===== src/include/mem_defs.svh =====
`ifndef MEM_DEFS_SVH
`define MEM_DEFS_SVH

`define XLEN            32
`define MEM_DEPTH_WORDS 256
`define MEM_LATENCY     2   // accept to response strobe

// mcause codes for memory faults
`define CAUSE_LOAD_ACCESS  5
`define CAUSE_STORE_ACCESS 7
`define CAUSE_LOAD_PAGE    13
`define CAUSE_STORE_PAGE   15

`endif


===== src/mem_pkg.sv =====
`include "mem_defs.svh"

package mem_pkg;

    typedef enum logic [1:0] {
        MEM_NONE,
        MEM_LOAD,
        MEM_STORE,
        MEM_ATOMIC
    } mem_sel_e;

    typedef enum logic [1:0] {
        SIZE_B,
        SIZE_H,
        SIZE_W
    } mem_size_e;

    typedef enum logic {
        OP_UNSIGNED,
        OP_SIGNED
    } sign_sel_e;

    // min/max signedness lives in the encoding itself
    typedef enum logic [3:0] {
        A_LR,
        A_SC,
        A_SWAP,
        A_ADD,
        A_XOR,
        A_AND,
        A_OR,
        A_MIN,
        A_MAX,
        A_MINU,
        A_MAXU
    } aext_sel_e;

    typedef enum logic {
        ERR_ACCESS,
        ERR_PAGE
    } err_type_e;

    typedef union packed {
        logic [`XLEN-1:0]           word;
        logic [`XLEN/8-1:0][7:0]    bytes;
        logic [`XLEN/16-1:0][15:0]  halves;
    } mem_word_u;

endpackage


===== src/amo_alu.sv =====
`include "mem_defs.svh"

module amo_alu (
    input  mem_pkg::aext_sel_e a_sel,
    input  logic [`XLEN-1:0]   old_data,
    input  logic [`XLEN-1:0]   rs2_data,
    output logic [`XLEN-1:0]   new_data
);

    logic lt_s;
    logic lt_u;

    assign lt_s = $signed(old_data) < $signed(rs2_data);
    assign lt_u = old_data < rs2_data;

    always_comb begin
        case (a_sel)
            mem_pkg::A_ADD:  new_data = old_data + rs2_data;
            mem_pkg::A_XOR:  new_data = old_data ^ rs2_data;
            mem_pkg::A_AND:  new_data = old_data & rs2_data;
            mem_pkg::A_OR:   new_data = old_data | rs2_data;
            mem_pkg::A_MIN:  new_data = lt_s ? old_data : rs2_data;
            mem_pkg::A_MAX:  new_data = lt_s ? rs2_data : old_data;
            mem_pkg::A_MINU: new_data = lt_u ? old_data : rs2_data;
            mem_pkg::A_MAXU: new_data = lt_u ? rs2_data : old_data;
            // swap stores rs2 unchanged
            default:         new_data = rs2_data;
        endcase
    end

endmodule


===== src/load_format.sv =====
`include "mem_defs.svh"

module load_format (
    input  mem_pkg::mem_sel_e  mem_sel,
    input  mem_pkg::mem_size_e mem_size,
    input  mem_pkg::sign_sel_e sign_sel,
    input  mem_pkg::aext_sel_e a_sel,
    input  logic [1:0]         byte_offset,
    input  mem_pkg::mem_word_u mem_word,
    input  logic               sc_fail,
    output logic [`XLEN-1:0]   rdata
);

    logic [7:0]  lane_b;
    logic [15:0] lane_h;
    logic        ext_b;
    logic        ext_h;

    assign lane_b = mem_word.bytes[byte_offset];
    assign lane_h = mem_word.halves[byte_offset[1]];   // offset bit 0 ignored
    assign ext_b  = (sign_sel == mem_pkg::OP_SIGNED) & lane_b[7];
    assign ext_h  = (sign_sel == mem_pkg::OP_SIGNED) & lane_h[15];

    always_comb begin
        case (mem_sel)
            mem_pkg::MEM_LOAD: begin
                case (mem_size)
                    mem_pkg::SIZE_B: rdata = {{(`XLEN-8){ext_b}}, lane_b};
                    mem_pkg::SIZE_H: rdata = {{(`XLEN-16){ext_h}}, lane_h};
                    default:         rdata = mem_word.word;
                endcase
            end
            mem_pkg::MEM_ATOMIC: begin
                if (a_sel == mem_pkg::A_SC)
                    rdata = {{(`XLEN-1){1'b0}}, sc_fail};   // 0 on success
                else
                    rdata = mem_word.word;   // lr and amo old value
            end
            default: rdata = '0;   // stores return nothing
        endcase
    end

endmodule


===== src/mem_stage.sv =====
`include "mem_defs.svh"

module mem_stage (
    input  logic                clk,
    input  logic                rst_n,
    input  logic                valid,
    input  mem_pkg::mem_sel_e   mem_sel,
    input  mem_pkg::mem_size_e  mem_size,
    input  mem_pkg::sign_sel_e  sign_sel,
    input  mem_pkg::aext_sel_e  a_sel,
    input  logic [`XLEN-1:0]    addr,
    input  logic [`XLEN-1:0]    rs2_data,
    input  logic                req_ready,
    input  logic                resp_valid,
    input  logic [`XLEN-1:0]    resp_rdata,
    input  logic                resp_error,
    input  mem_pkg::err_type_e  resp_errty,
    output logic                stall,
    output logic [`XLEN-1:0]    rdata,
    output logic                trap_valid,
    output logic [`XLEN-1:0]    trap_cause,
    output logic                req_valid,
    output logic                req_wen,
    output logic [`XLEN-1:0]    req_addr,
    output logic [`XLEN-1:0]    req_wdata,
    output mem_pkg::mem_size_e  req_size
);

    typedef enum logic [1:0] {
        S_IDLE,
        S_WAIT_READY,
        S_WAIT_READ,
        S_WAIT_WRITE
    } state_e;

    state_e              state;
    logic                done_q;     // completion cycle marker
    logic                amo_wr;     // amo rewritten to its store half
    logic                err_q;
    mem_pkg::err_type_e  errty_q;
    logic                sc_fail_q;
    mem_pkg::mem_word_u  rdata_q;
    logic                resv_valid;
    logic [`XLEN-1:0]    resv_addr;

    logic                is_atomic;
    logic                is_sc;
    logic                is_lr;
    logic                is_amo;
    logic                store_kind;
    logic                sc_hit;
    logic [`XLEN-1:0]    amo_data;

    assign is_atomic  = mem_sel == mem_pkg::MEM_ATOMIC;
    assign is_sc      = is_atomic && a_sel == mem_pkg::A_SC;
    assign is_lr      = is_atomic && a_sel == mem_pkg::A_LR;
    assign is_amo     = is_atomic && !is_sc && !is_lr;
    assign store_kind = mem_sel == mem_pkg::MEM_STORE || (is_atomic && !is_lr);
    assign sc_hit     = resv_valid && resv_addr == addr;

    assign stall = valid && (state != S_IDLE || (!done_q && mem_sel != mem_pkg::MEM_NONE));

    assign req_valid = valid && state == S_WAIT_READY;
    assign req_wen   = amo_wr || mem_sel == mem_pkg::MEM_STORE || is_sc;
    assign req_addr  = addr;
    assign req_wdata = is_amo ? amo_data : rs2_data;
    assign req_size  = is_atomic ? mem_pkg::SIZE_W : mem_size;

    amo_alu u_amo_alu (
        .a_sel    (a_sel),
        .old_data (rdata_q.word),
        .rs2_data (rs2_data),
        .new_data (amo_data)
    );

    load_format u_load_format (
        .mem_sel     (mem_sel),
        .mem_size    (mem_size),
        .sign_sel    (sign_sel),
        .a_sel       (a_sel),
        .byte_offset (addr[1:0]),
        .mem_word    (rdata_q),
        .sc_fail     (sc_fail_q),
        .rdata       (rdata)
    );

    assign trap_valid = done_q && err_q;

    always_comb begin
        trap_cause = '0;
        if (trap_valid) begin
            if (errty_q == mem_pkg::ERR_PAGE)
                trap_cause = store_kind ? `CAUSE_STORE_PAGE : `CAUSE_LOAD_PAGE;
            else
                trap_cause = store_kind ? `CAUSE_STORE_ACCESS : `CAUSE_LOAD_ACCESS;
        end
    end

    always_ff @(posedge clk) begin
        if (!rst_n) begin
            state      <= S_IDLE;
            done_q     <= 1'b0;
            amo_wr     <= 1'b0;
            err_q      <= 1'b0;
            sc_fail_q  <= 1'b0;
            resv_valid <= 1'b0;
        end else if (!valid || mem_sel == mem_pkg::MEM_NONE || done_q) begin
            state  <= S_IDLE;
            done_q <= 1'b0;
            amo_wr <= 1'b0;
        end else begin
            case (state)
                S_IDLE: begin
                    err_q     <= 1'b0;
                    sc_fail_q <= 1'b0;
                    if (is_sc) begin
                        resv_valid <= 1'b0;   // consumed either way
                        if (sc_hit) begin
                            state <= S_WAIT_READY;
                        end else begin
                            sc_fail_q <= 1'b1;
                            done_q    <= 1'b1;
                        end
                    end else begin
                        if (is_lr) begin
                            resv_valid <= 1'b1;
                            resv_addr  <= addr;
                        end
                        state <= S_WAIT_READY;
                    end
                end
                S_WAIT_READY: begin
                    if (req_ready)
                        state <= req_wen ? S_WAIT_WRITE : S_WAIT_READ;
                end
                S_WAIT_READ: begin
                    if (resp_valid) begin
                        rdata_q <= resp_rdata;
                        err_q   <= resp_error;
                        errty_q <= resp_errty;
                        if (is_amo && !resp_error) begin
                            amo_wr <= 1'b1;
                            state  <= S_WAIT_READY;
                        end else begin
                            state  <= S_IDLE;
                            done_q <= 1'b1;
                        end
                    end
                end
                default: begin   // write response
                    if (resp_valid) begin
                        err_q   <= resp_error;
                        errty_q <= resp_errty;
                        state   <= S_IDLE;
                        done_q  <= 1'b1;
                    end
                end
            endcase
        end
    end

    a_req_hold: assert property (@(posedge clk) disable iff (!rst_n)
        req_valid && !req_ready |=> req_valid && $stable(req_addr));

    a_resp_state: assert property (@(posedge clk) disable iff (!rst_n)
        resp_valid |-> state == S_WAIT_READ || state == S_WAIT_WRITE);

endmodule


===== config.mk =====
export PLATFORM = sky130hd
export DESIGN_NAME = mem_stage
export DESIGN_NICKNAME = d
export VERILOG_FILES = /design/src/mem_pkg.sv /design/src/amo_alu.sv /design/src/load_format.sv /design/src/mem_stage.sv
export VERILOG_INCLUDE_DIRS = /design/src /design/src/include
export SDC_FILE = /design/constraint.sdc
export NUM_CORES = 1
export LEC_CHECK = 0
export ABC_AREA = 0
export ABC_CLOCK_PERIOD_IN_PS = 4490
export BUFFER_PORTS_ARGS = -buffer_cell sky130_fd_sc_hd__buf_4
export CAP_MARGIN = 20
export CELL_PAD_IN_SITES_DETAIL_PLACEMENT = 0
export CELL_PAD_IN_SITES_GLOBAL_PLACEMENT = 1
export CORE_MARGIN = 10
export CORE_UTILIZATION = 40
export DETAILED_ROUTE_END_ITERATION = 6
export PLACE_DENSITY_LB_ADDON = 0.1
export SLEW_MARGIN = 20
export SYNTH_ARGS = -nofsm -noshare
export SYNTH_HDL_FRONTEND = slang
export SYNTH_SLANG_ARGS = --single-unit
export TNS_END_PERCENT = 1

===== constraint.sdc =====
create_clock -name clk -period 4.49 [get_ports clk]
set_clock_uncertainty 0.2 [all_clocks]
set_input_delay 0.449 -clock clk [delete_from_list [all_inputs] [get_ports clk]]
set_output_delay 0.449 -clock clk [all_outputs]
set_load 0.05 [all_outputs]

==> results by group, run 1 <==
Logic synthesis
  – Yosys warns: 0
  – Main combinational cell family by area after synthesis: compound AO/OA/AOI/OAI gates
  – Share of synthesized registers carrying an async set or reset: 0%
  – Yosys reg bits: 72
  – Number of synthesized flops with an enable pin: 65
  – Synth Area per Inst: 8.180 sq um
  – Synth cell types: 76
  – Post-synthesis mux area share: 3.318%
  – Simple-gate share of the synthesized area: 15.10%
  – XOR/XNOR Fraction of Synth Area: 5.216%
  – Synth Area in Adders: 13.72%
  – Synth Flop Type: edfxtp_1
  – Sequential-to-total area share from yosys stat: 23.51%
  – Mapped Area: 8900 sq um
  – Syn Inst Count: 1088
  – Synth Area in Compound Gates: 27.12%

Layout
  – Layout cells sized above 1: 31.05%
  – N_diodes: 0
  – Most frequent cells in the layout: buf_4 (307), ha_1 (88), inv_1 (84)
  – P&R area growth vs syn: 32.28%
  – Most common cell after layout, fill and taps aside: buf_4
  – Design Area, Final: 11770 sq um
  – Nets: 1534
  – Fin util: 53.78%
  – Layout fillers: 2157

Placement
  – Routability cong.: 0.9124
  – Detail Placement HPWL: 28670 um
  – IO Port Bufs: 217
  – Dpl cell area: 10950 sq um

Timing
  – Max transition margin: 42.35%
  – Setup TNS: 0 ns
  – Actual slew at the worst max-slew pin: 0.8642 ns
  – Setup violators final: 0
  – Fin. max-slew vios: 0
  – Maximum clock rate: 227.5 MHz
  – Hold Vio Cnt, Final: 0
  – RSZ-0062 raised after global routing: true
  – Tmin final: 4.395 ns
  – Crit share post-route: 97.88%

Routing
  – Detailed Route Iter0 Violations: 638
  – Routed Antenna Nets: 0
  – Drt first pass iters: 5
  – WL per Instance: 22.36 um
  – Routed wire length: 36000 um
  – Via density: 5.663
  – Via count: 9118
  – Post-route DRC: 0

GRT
  – Largest net degree at the start of global routing: 33
  – Grt met2 use: 37.20%
  – Vias in the first global route: 9158
  – First-pass GRT wire length: 53340 um
  – Most Used Layer, Global Route: met2
  – M3 GR Usage: 6.901%
  – Overflow after GRT: 0
  – GR Util met1: 30.07%
  – Global Route Usage Sum: 23.50%
  – Antenna violations before repair: 0

Setup path
  – Setup CP Type: reg -> out
  – Req. time, crit path: 3.84 ns
  – Crit path DAT: 3.75 ns
  – Most frequent CP cell: buf_4
  – Worst path buffer plus inverter count: 5
  – Crit path capture type: output port
  – Crit path depth: 15
  – Worst reg-to-reg path cell count: 9
  – Cells along the critical path: inv_1 > ha_1 > nor4_1 > nand3_2 > buf_4 > a21oi_2 > nor4_4 > buf_4 > o21a_4 > mux2i_4 > o211ai_4 > and2_4 > buf_4 > a221o_1 > buf_4
  – Largest fanout on the critical path: 5
  – CP max stage delay: 0.39 ns
  – Slowest CP cell: edfxtp_1
  – Critical path's top delay family: compound AO/OA/AOI/OAI gates
  – CP startpoint kind: flop

Outcome
  – Run status: finished clean

Die
  – Row count: 54
  – Starting Density: 40.66%
  – Height of the chip: 169.2 um
  – Die X: 169.2 um
  – Core Footprint: 21890 sq um
  – # IOs: 246
  – Area of the die: 28620 sq um

Clock network
  – H-tree depth: 3
  – TritonCTS Buffers: 9
  – Clock Tree Buf Depth: 2
  – Latest clock arrival within the worst-skew pair: 0.33 ns
  – CTS sink cnt: 72
  – Clk slew on worst S/H paths: 0.06 ns
  – CTS tree: yes
  – Clock root buffer: clkbuf_16

Power and ir drop
  – PD cells: 204.2 nW/um^2
  – Max rail drop VDD: 0.0002672 V
  – Pwr Total: 2403 uW
  – Leakage: 0.005239 uW

Hold path
  – Hold Path Class: in -> reg
  – WHS Path Cells: 1

Run
  – Max cap viols: 0
[synthesized netlist by cell type (all sizes together) (6+ instances only)]
library cell | n | share of area [%]
a211oi | 16 | 1.5
a21o | 33 | 2.8
a21oi | 72 | 4.1
a221oi | 38 | 3.8
a22oi | 17 | 1.4
a31oi | 7 | 0.49
and2 | 6 | 0.42
and3 | 6 | 0.42
buf | 82 | 6.5
clkbuf | 42 | 1.8
dfxtp | 7 | 1.6
edfxtp | 65 | 22
ha | 96 | 13
inv | 89 | 3.8
mux2i | 7 | 1.3
mux4 | 7 | 1.8
nand2 | 78 | 3.3
nand2b | 8 | 0.56
nand3 | 14 | 0.79
nand4 | 11 | 0.77
nor2 | 84 | 3.6
nor2b | 20 | 1.4
nor3 | 19 | 1.1
nor4 | 12 | 1.3
o211ai | 12 | 1.2
o21a | 6 | 0.52
o21ai | 102 | 5.8
o21bai | 9 | 0.76
o22ai | 9 | 0.63
o31ai | 7 | 0.65
xnor2 | 32 | 3.1
xor2 | 21 | 2.1
[area by class of cell]
class	instances	area, sq um	share of cell area (%)
inverters	89	334.1	2.838
well taps	280	350.3	2.976
repair buffers	322	2482	21.09
flip-flops and latches	72	2092	17.77
clock inverters	4	45.04	0.3826
clock buffers	12	236.5	2.009
multi-input cells	831	6232	52.94
[timing repair]
| action | in CTS | in global routing |
|---|---|---|
| pin swaps | 2 | 15 |
| cloned | 0 | 1 |
| hold buffers | 0 | 0 |
| resized for setup | 7 | 71 |
| hold endpoints to repair | 0 | 0 |
| setup buffers | 2 | 12 |
| setup endpoints to repair | 28 | 29 |
[sequential cells by signal (all words and copies together) (netlist names)]
register    count
err_q           1
resv_addr      32
state           2
amo_wr          1
rdata_q        32
done_q          1
resv_valid      1
sc_fail_q       1
errty_q         1
[worst register-to-register path, delay by kind of cell (launching register included)]
family,cells,cell delay (ns)
AO/OA/AOI/OAI,4,0.68
XOR/XNOR,1,0.20
flip-flops,1,0.38
AND/OR/NAND/NOR,4,0.90
[metrics by stage]
step	setup slack, ns	std cells	hold slack [ns]
after floorplan	0.1361	1115	0.2381
after global placement	0.05141	1579	0.2665
after detailed placement	0.01032	1579	0.2687
after CTS	-0.05503	1597	0.08127
after global routing	-0.04519	1610	0.07984
final	0.09535	1610	0.09305
[cell families (layout without fill, tap and decap cells)]
group	count (synthesis)	in the layout
compound gates	361	362
xor+xnor	53	53
other cells	1	28
flops	72	72
fa+ha+maj	97	97
buf+inv	213	427
mux	16	16
simple gates	275	275
[worst paths after layout]
kind,end,from,slack [ns]
max,req_wdata[24],rdata_q[22],0.1
min,rdata_q[4],resp_rdata[4],0.09
max reg2reg,state[0],resv_addr[4],2.07
min reg2reg,amo_wr,amo_wr,0.29
[metal layers]
layer	wire length [um]	vias to the layer above	part of all wire [%]
met4	969	0	2.7
met3	3184	50	8.8
met1	15280	4340	42
met5	0	-	0
met2	16570	379	46
li1	-	4349	-
[power by group]
part           switching [uW]  leakage, uW  internal, uW
logic                     638      0.00447           346
registers                1.98     0.000641           731
clock network             259     0.000132           427
total                     899      0.00524          1500
Note: power is estimated with default switching activity, not from simulation.
==> run 2, diff against run 1 <==
- CAP_MARGIN: 20 -> default
- CORE_MARGIN: 10 -> 4
==> run 2 against run 1 <==
Net effect:
- first-iteration DRC count shrank 0.63%
- sequential power is essentially flat
- cell area shrank 0.67%
- critical path depth shrank 1
- clock power grew 17%
- sequential cell count is the same
- critical endpoint is now req_wdata[8]
==> results by group, run 2 (synthesis results as in run 1) <==
Outcome
  – Run status: finished clean

GRT
  – Largest net degree at the start of global routing: 33
  – GR Util met1: 36.99%
  – Most Used Layer, Global Route: met2
  – Antenna violations before repair: 0
  – Grt met2 use: 43.11%
  – Vias in the first global route: 8811
  – First-pass GRT wire length: 51080 um
  – Global Route Usage Sum: 26.74%
  – Overflow after GRT: 0
  – M3 GR Usage: 4.537%

Setup path
  – Largest fanout on the critical path: 10
  – CP startpoint kind: flop
  – Slowest CP cell: edfxtp_1
  – Setup CP Type: reg -> out
  – Crit path capture type: output port
  – Worst reg-to-reg path cell count: 9
  – Reg2reg setup slack: 2.02 ns
  – Cells along the critical path: inv_1 > ha_1 > buf_4 > nor2b_1 > o211ai_1 > a21oi_1 > nor4_4 > o21a_4 > mux2i_4 > nand2_1 > a221o_1 > o21ai_1 > o21ai_1 > buf_4
  – CP max stage delay: 0.44 ns
  – Worst path buffer plus inverter count: 3
  – R2r startpoint: resv_addr[1]
  – Crit path DAT: 3.78 ns
  – Req. time, crit path: 3.84 ns
  – R2R Path End: state[0]
  – Critical path's top delay family: compound AO/OA/AOI/OAI gates

Hold path
  – Worst hold endpoint: rdata_q[4]
  – Hold path start: resp_rdata[4]
  – Hold Path Class: in -> reg
  – WHS Path Cells: 1

Die
  – Starting Density: 40.78%
  – Die X: 157.2 um
  – Core Footprint: 21820 sq um
  – # IOs: 246
  – Area of the die: 24700 sq um
  – Row count: 54
  – Height of the chip: 157.2 um

Run
  – Max cap viols: 0

Power and ir drop
  – Pwr Total: 2511 uW
  – Max rail drop VDD: 0.0002636 V
  – PD cells: 214.7 nW/um^2
  – Leakage: 0.005261 uW

Timing
  – Crit share post-route: 98.64%
  – Maximum clock rate: 225.8 MHz
  – Hold Vio Cnt, Final: 0
  – Max transition margin: 42.34%
  – Tmin final: 4.429 ns
  – Actual slew at the worst max-slew pin: 0.8644 ns
  – Fin. max-slew vios: 0
  – Setup violators final: 0
  – RSZ-0062 raised after global routing: true

Clock network
  – Post-CTS Hold Fix Bufs: 0
  – CTS tree: yes
  – Clock Tree Buf Depth: 2
  – TritonCTS Buffers: 9
  – Clk slew on worst S/H paths: 0.06 ns
  – Latest clock arrival within the worst-skew pair: 0.33 ns
  – H-tree depth: 3
  – Clock root buffer: clkbuf_16
  – CTS sink cnt: 72

Layout
  – Layout fillers: 2146
  – Layout cells sized above 1: 30.40%
  – Most common cell after layout, fill and taps aside: buf_4
  – N_diodes: 0
  – Most frequent cells in the layout: buf_4 (308), ha_1 (94), inv_1 (87)
  – Design Area, Final: 11690 sq um
  – Leading registers by flop count: rdata_q x32, resv_addr x32, state x2
  – Nets: 1533
  – P&R area growth vs syn: 31.39%

Routing
  – Drt first pass iters: 5
  – Via count: 8945
  – WL per Instance: 21.42 um
  – Via density: 5.559
  – Detailed Route Iter0 Violations: 634
  – Routed wire length: 34460 um
  – Routed Antenna Nets: 0
  – Post-route DRC: 0

Placement
  – IO Port Bufs: 217
  – Dpl cell area: 11000 sq um
  – Routability cong.: 0.9096
  – Detail Placement HPWL: 27430 um
-- run 2: repair_timing --
item                       4_1_cts  5_1_grt
pin swaps                        6       11
resized for setup               14       47
setup endpoints to repair       25       27
setup buffers                    3        4
gates cloned                     0        1
hold endpoints to repair         0        0
-- run 2: routing by layer --
metal / vias to the layer above / part of all wire [%]
met1: 4212 / 44
met2: 365 / 47
met3: 36 / 7.1
met5: - / 0
met4: 0 / 2.1
li1: 4332 / -
-- run 2: final cells by class --
type / instances / area, sq um / share of cell area [%]
Timing Repair Buffer: 321 / 2462 / 21.06
Multi-Input combinational cell: 831 / 6120 / 52.33
Clock inverter: 7 / 110.1 / 0.9416
Inverter: 89 / 334.1 / 2.857
Sequential cell: 72 / 2092 / 17.89
Tap cell: 280 / 350.3 / 2.996
Clock buffer: 9 / 225.2 / 1.926
-- run 2: worst max path at each step --
stage | end | start | cells after the start
floorplan | req_wdata[7] | rs2_data[30] | 15
global placement | req_wdata[2] | rs2_data[31] | 15
detailed placement | req_wdata[2] | rs2_data[31] | 15
global route | req_wdata[8] | rdata_q[17] | 14
finish | req_wdata[8] | rdata_q[17] | 14
CTS | req_wdata[15] | rdata_q[19] | 13
-- run 2: per-stage QoR --
step / setup TNS [ns] / util (%) / setup slack, ns / hold slack (ns) / std cells
after floorplan: 0 / - / 0.1361 / 0.2381 / 1115
after global placement: -0.009388 / 50.41 / -0.009388 / 0.2709 / 1585
after detailed placement: -0.1152 / 50.41 / -0.1152 / 0.2853 / 1585
after CTS: 0 / 52.34 / 0.01850 / 0.08095 / 1604
after global routing: -0.2167 / 53.58 / -0.04825 / 0.07883 / 1609
final: 0 / 53.58 / 0.06103 / 0.09206 / 1609
-- run 2: where the power goes --
group	internal, uW	switching [uW]
registers	731	1.93
clock network	538	265
logic	341	634
total	1610	900
==> run 3, diff against run 2 <==
- ABC_CLOCK_PERIOD_IN_PS: 4490 -> 4740
- SLEW_MARGIN: 20 -> 30
- clock period: 4.49 -> 4.74 ns (I/O delays scaled with it)
==> run 3 against run 2 <==
Net effect:
- sequential power shrank 5.2%
- die area is the same
- final cell count shrank 1.4%
- sequential cell count is the same
- worst setup slack gained 0.051 ns
- routed wire length shrank 2.8%
- combinational power shrank 9.2%
- clock power shrank 17%
- cell area shrank 3.6%
- global-route usage shrank 0.82 points
- register-to-register slack gained 0.17 ns
- core utilization shrank 1.9 points
- largest cell class unchanged
- largest power group unchanged
==> results by group, run 3 (synthesis results as in run 1) <==
Outcome
  – Run status: finished clean

Die
  – Die X: 157.2 um
  – Row count: 54
  – Height of the chip: 157.2 um
  – Area of the die: 24700 sq um
  – # IOs: 246
  – Starting Density: 40.78%
  – Core Footprint: 21820 sq um

Run
  – Max cap viols: 0

Placement
  – IO Port Bufs: 217
  – Dpl ws: 0.1297 ns
  – Routability cong.: 0.9498
  – Detail Placement HPWL: 26740 um

Timing
  – Setup violators final: 0
  – Hold Vio Cnt, Final: 0
  – Actual slew at the worst max-slew pin: 0.9521 ns
  – Max transition margin: 36.18%
  – Maximum clock rate: 216.1 MHz
  – Crit share post-route: 97.63%
  – Setup TNS: 0 ns
  – Fin. max-slew vios: 0
  – Fin worst setup slack: 0.1124 ns
  – Tmin final: 4.628 ns
  – RSZ-0062 raised after global routing: true

Clock network
  – Clock root buffer: clkbuf_16
  – H-tree depth: 3
  – Latest clock arrival within the worst-skew pair: 0.33 ns
  – CTS sink cnt: 72
  – Clock Tree Buf Depth: 2
  – Clk slew on worst S/H paths: 0.06 ns
  – CTS tree: yes
  – TritonCTS Buffers: 9

Setup path
  – Req. time, crit path: 4.07 ns
  – Setup CP Type: reg -> out
  – CP startpoint kind: flop
  – CP max stage delay: 0.56 ns
  – Largest fanout on the critical path: 6
  – Slowest CP cell: or4_1
  – Crit path capture type: output port
  – Most frequent CP cell: buf_4
  – Crit path DAT: 3.95 ns
  – Cells along the critical path: inv_1 > ha_1 > or4_1 > a311oi_2 > o31ai_2 > o21ai_2 > buf_4 > mux2i_4 > nand2_1 > nor2_1 > o2111ai_1 > a2bb2oi_1 > buf_4

Power and ir drop
  – Leakage: 0.005094 uW
  – PD cells: 199.5 nW/um^2
  – Max rail drop VDD: 0.0002238 V

Layout
  – N_diodes: 0
  – Nets: 1511
  – Most frequent cells in the layout: buf_4 (299), ha_1 (95), inv_1 (88)
  – P&R area growth vs syn: 26.66%
  – Most common cell after layout, fill and taps aside: buf_4
  – Layout cells sized above 1: 27.70%
  – Leading registers by flop count: rdata_q x32, resv_addr x32, state x2

GRT
  – Overflow after GRT: 0
  – Antenna violations before repair: 0
  – M3 GR Usage: 4.619%
  – Vias in the first global route: 8543
  – Largest net degree at the start of global routing: 33
  – First-pass GRT wire length: 49690 um
  – GR Util met1: 35.94%
  – Most Used Layer, Global Route: met2
  – Grt met2 use: 41.48%
  – Global Route Usage Sum: 25.92%

Routing
  – WL per Instance: 21.11 um
  – Detailed Route Iter0 Violations: 610
  – Routed Antenna Nets: 0
  – Via density: 5.621
  – Post-route DRC: 0
  – Via count: 8921
  – Drt first pass iters: 6
  – Routed wire length: 33500 um

Hold path
  – Hold Path Class: in -> reg
run 3: cell types whose count changed in the layout (fill, tap and decap cells not counted), moves of 3 or more:
cell,previous run,this run
a221oi_1,27,36
buf_6,12,0
a221oi_2,11,2
o21ai_2,4,1
buf_4,308,299
run 3: power by group:
| part | leakage, uW | switching (uW) | internal, uW | total, uW |
|---|---|---|---|---|
| sequential | 0.000641 | 1.85 | 693 | 695 |
| combinational | 0.00431 | 583 | 303 | 885 |
| clock | 0.000144 | 262 | 407 | 669 |
run 3: layer usage:
metal | vias up | routed length (um)
li1 | 4280 | -
met1 | 4205 | 14430
met2 | 386 | 15400
met3 | 50 | 2805
met4 | 0 | 867
met5 | - | 0
run 3: cell type report:
type / instances / area (sq um)
clock buffer: 9 / 225.2
clock inverter: 7 / 68.82
fill: 2172 / 10550
inverter: 89 / 334.1
multi-input combinational: 831 / 5957
sequential: 72 / 2092
tap: 280 / 350.3
timing repair buffer: 299 / 2245
run 3: worst paths after layout:
path	slack (ns)	from	cells past startpoint	end
setup / recovery	0.11	rdata_q[19]	13	req_wdata[28]
hold / removal	0.11	resp_rdata[2]	1	rdata_q[2]
setup reg to reg	2.19	resv_addr[10]	9	state[0]
hold reg to reg	0.28	amo_wr	2	amo_wr
run 3: what timing repair did:
item	4_1_cts	5_1_grt
endpoints found under the hold margin	0	0
setup buffers	0	11
setup endpoints to repair	0	27
resized for setup	0	17
hold buffers	0	0
run 3: through the flow:
stage,util [%],hold WS [ns],power [uW],area (sq um),cells
after floorplan,-,0.2381,1314,9001,1115
after global placement,49.48,0.2621,1573,10800,1559
after detailed placement,49.48,0.2615,1574,10800,1559
after CTS,50.83,0.1048,2242,11090,1575
after global routing,51.65,0.1017,2357,11270,1587
final,51.65,0.1108,2249,11270,1587
run 3: worst max-delay path: cells and delay by family, from the launching register on:
kind                     cells  cell delay [ns]
AO/OA/AOI/OAI                5             1.04
adder cells (fa/ha/maj)      1             0.34
buffers and inverters        3             0.45
flip-flops                   1             0.43
multiplexers                 1             0.32
AND/OR/NAND/NOR              3             1.02
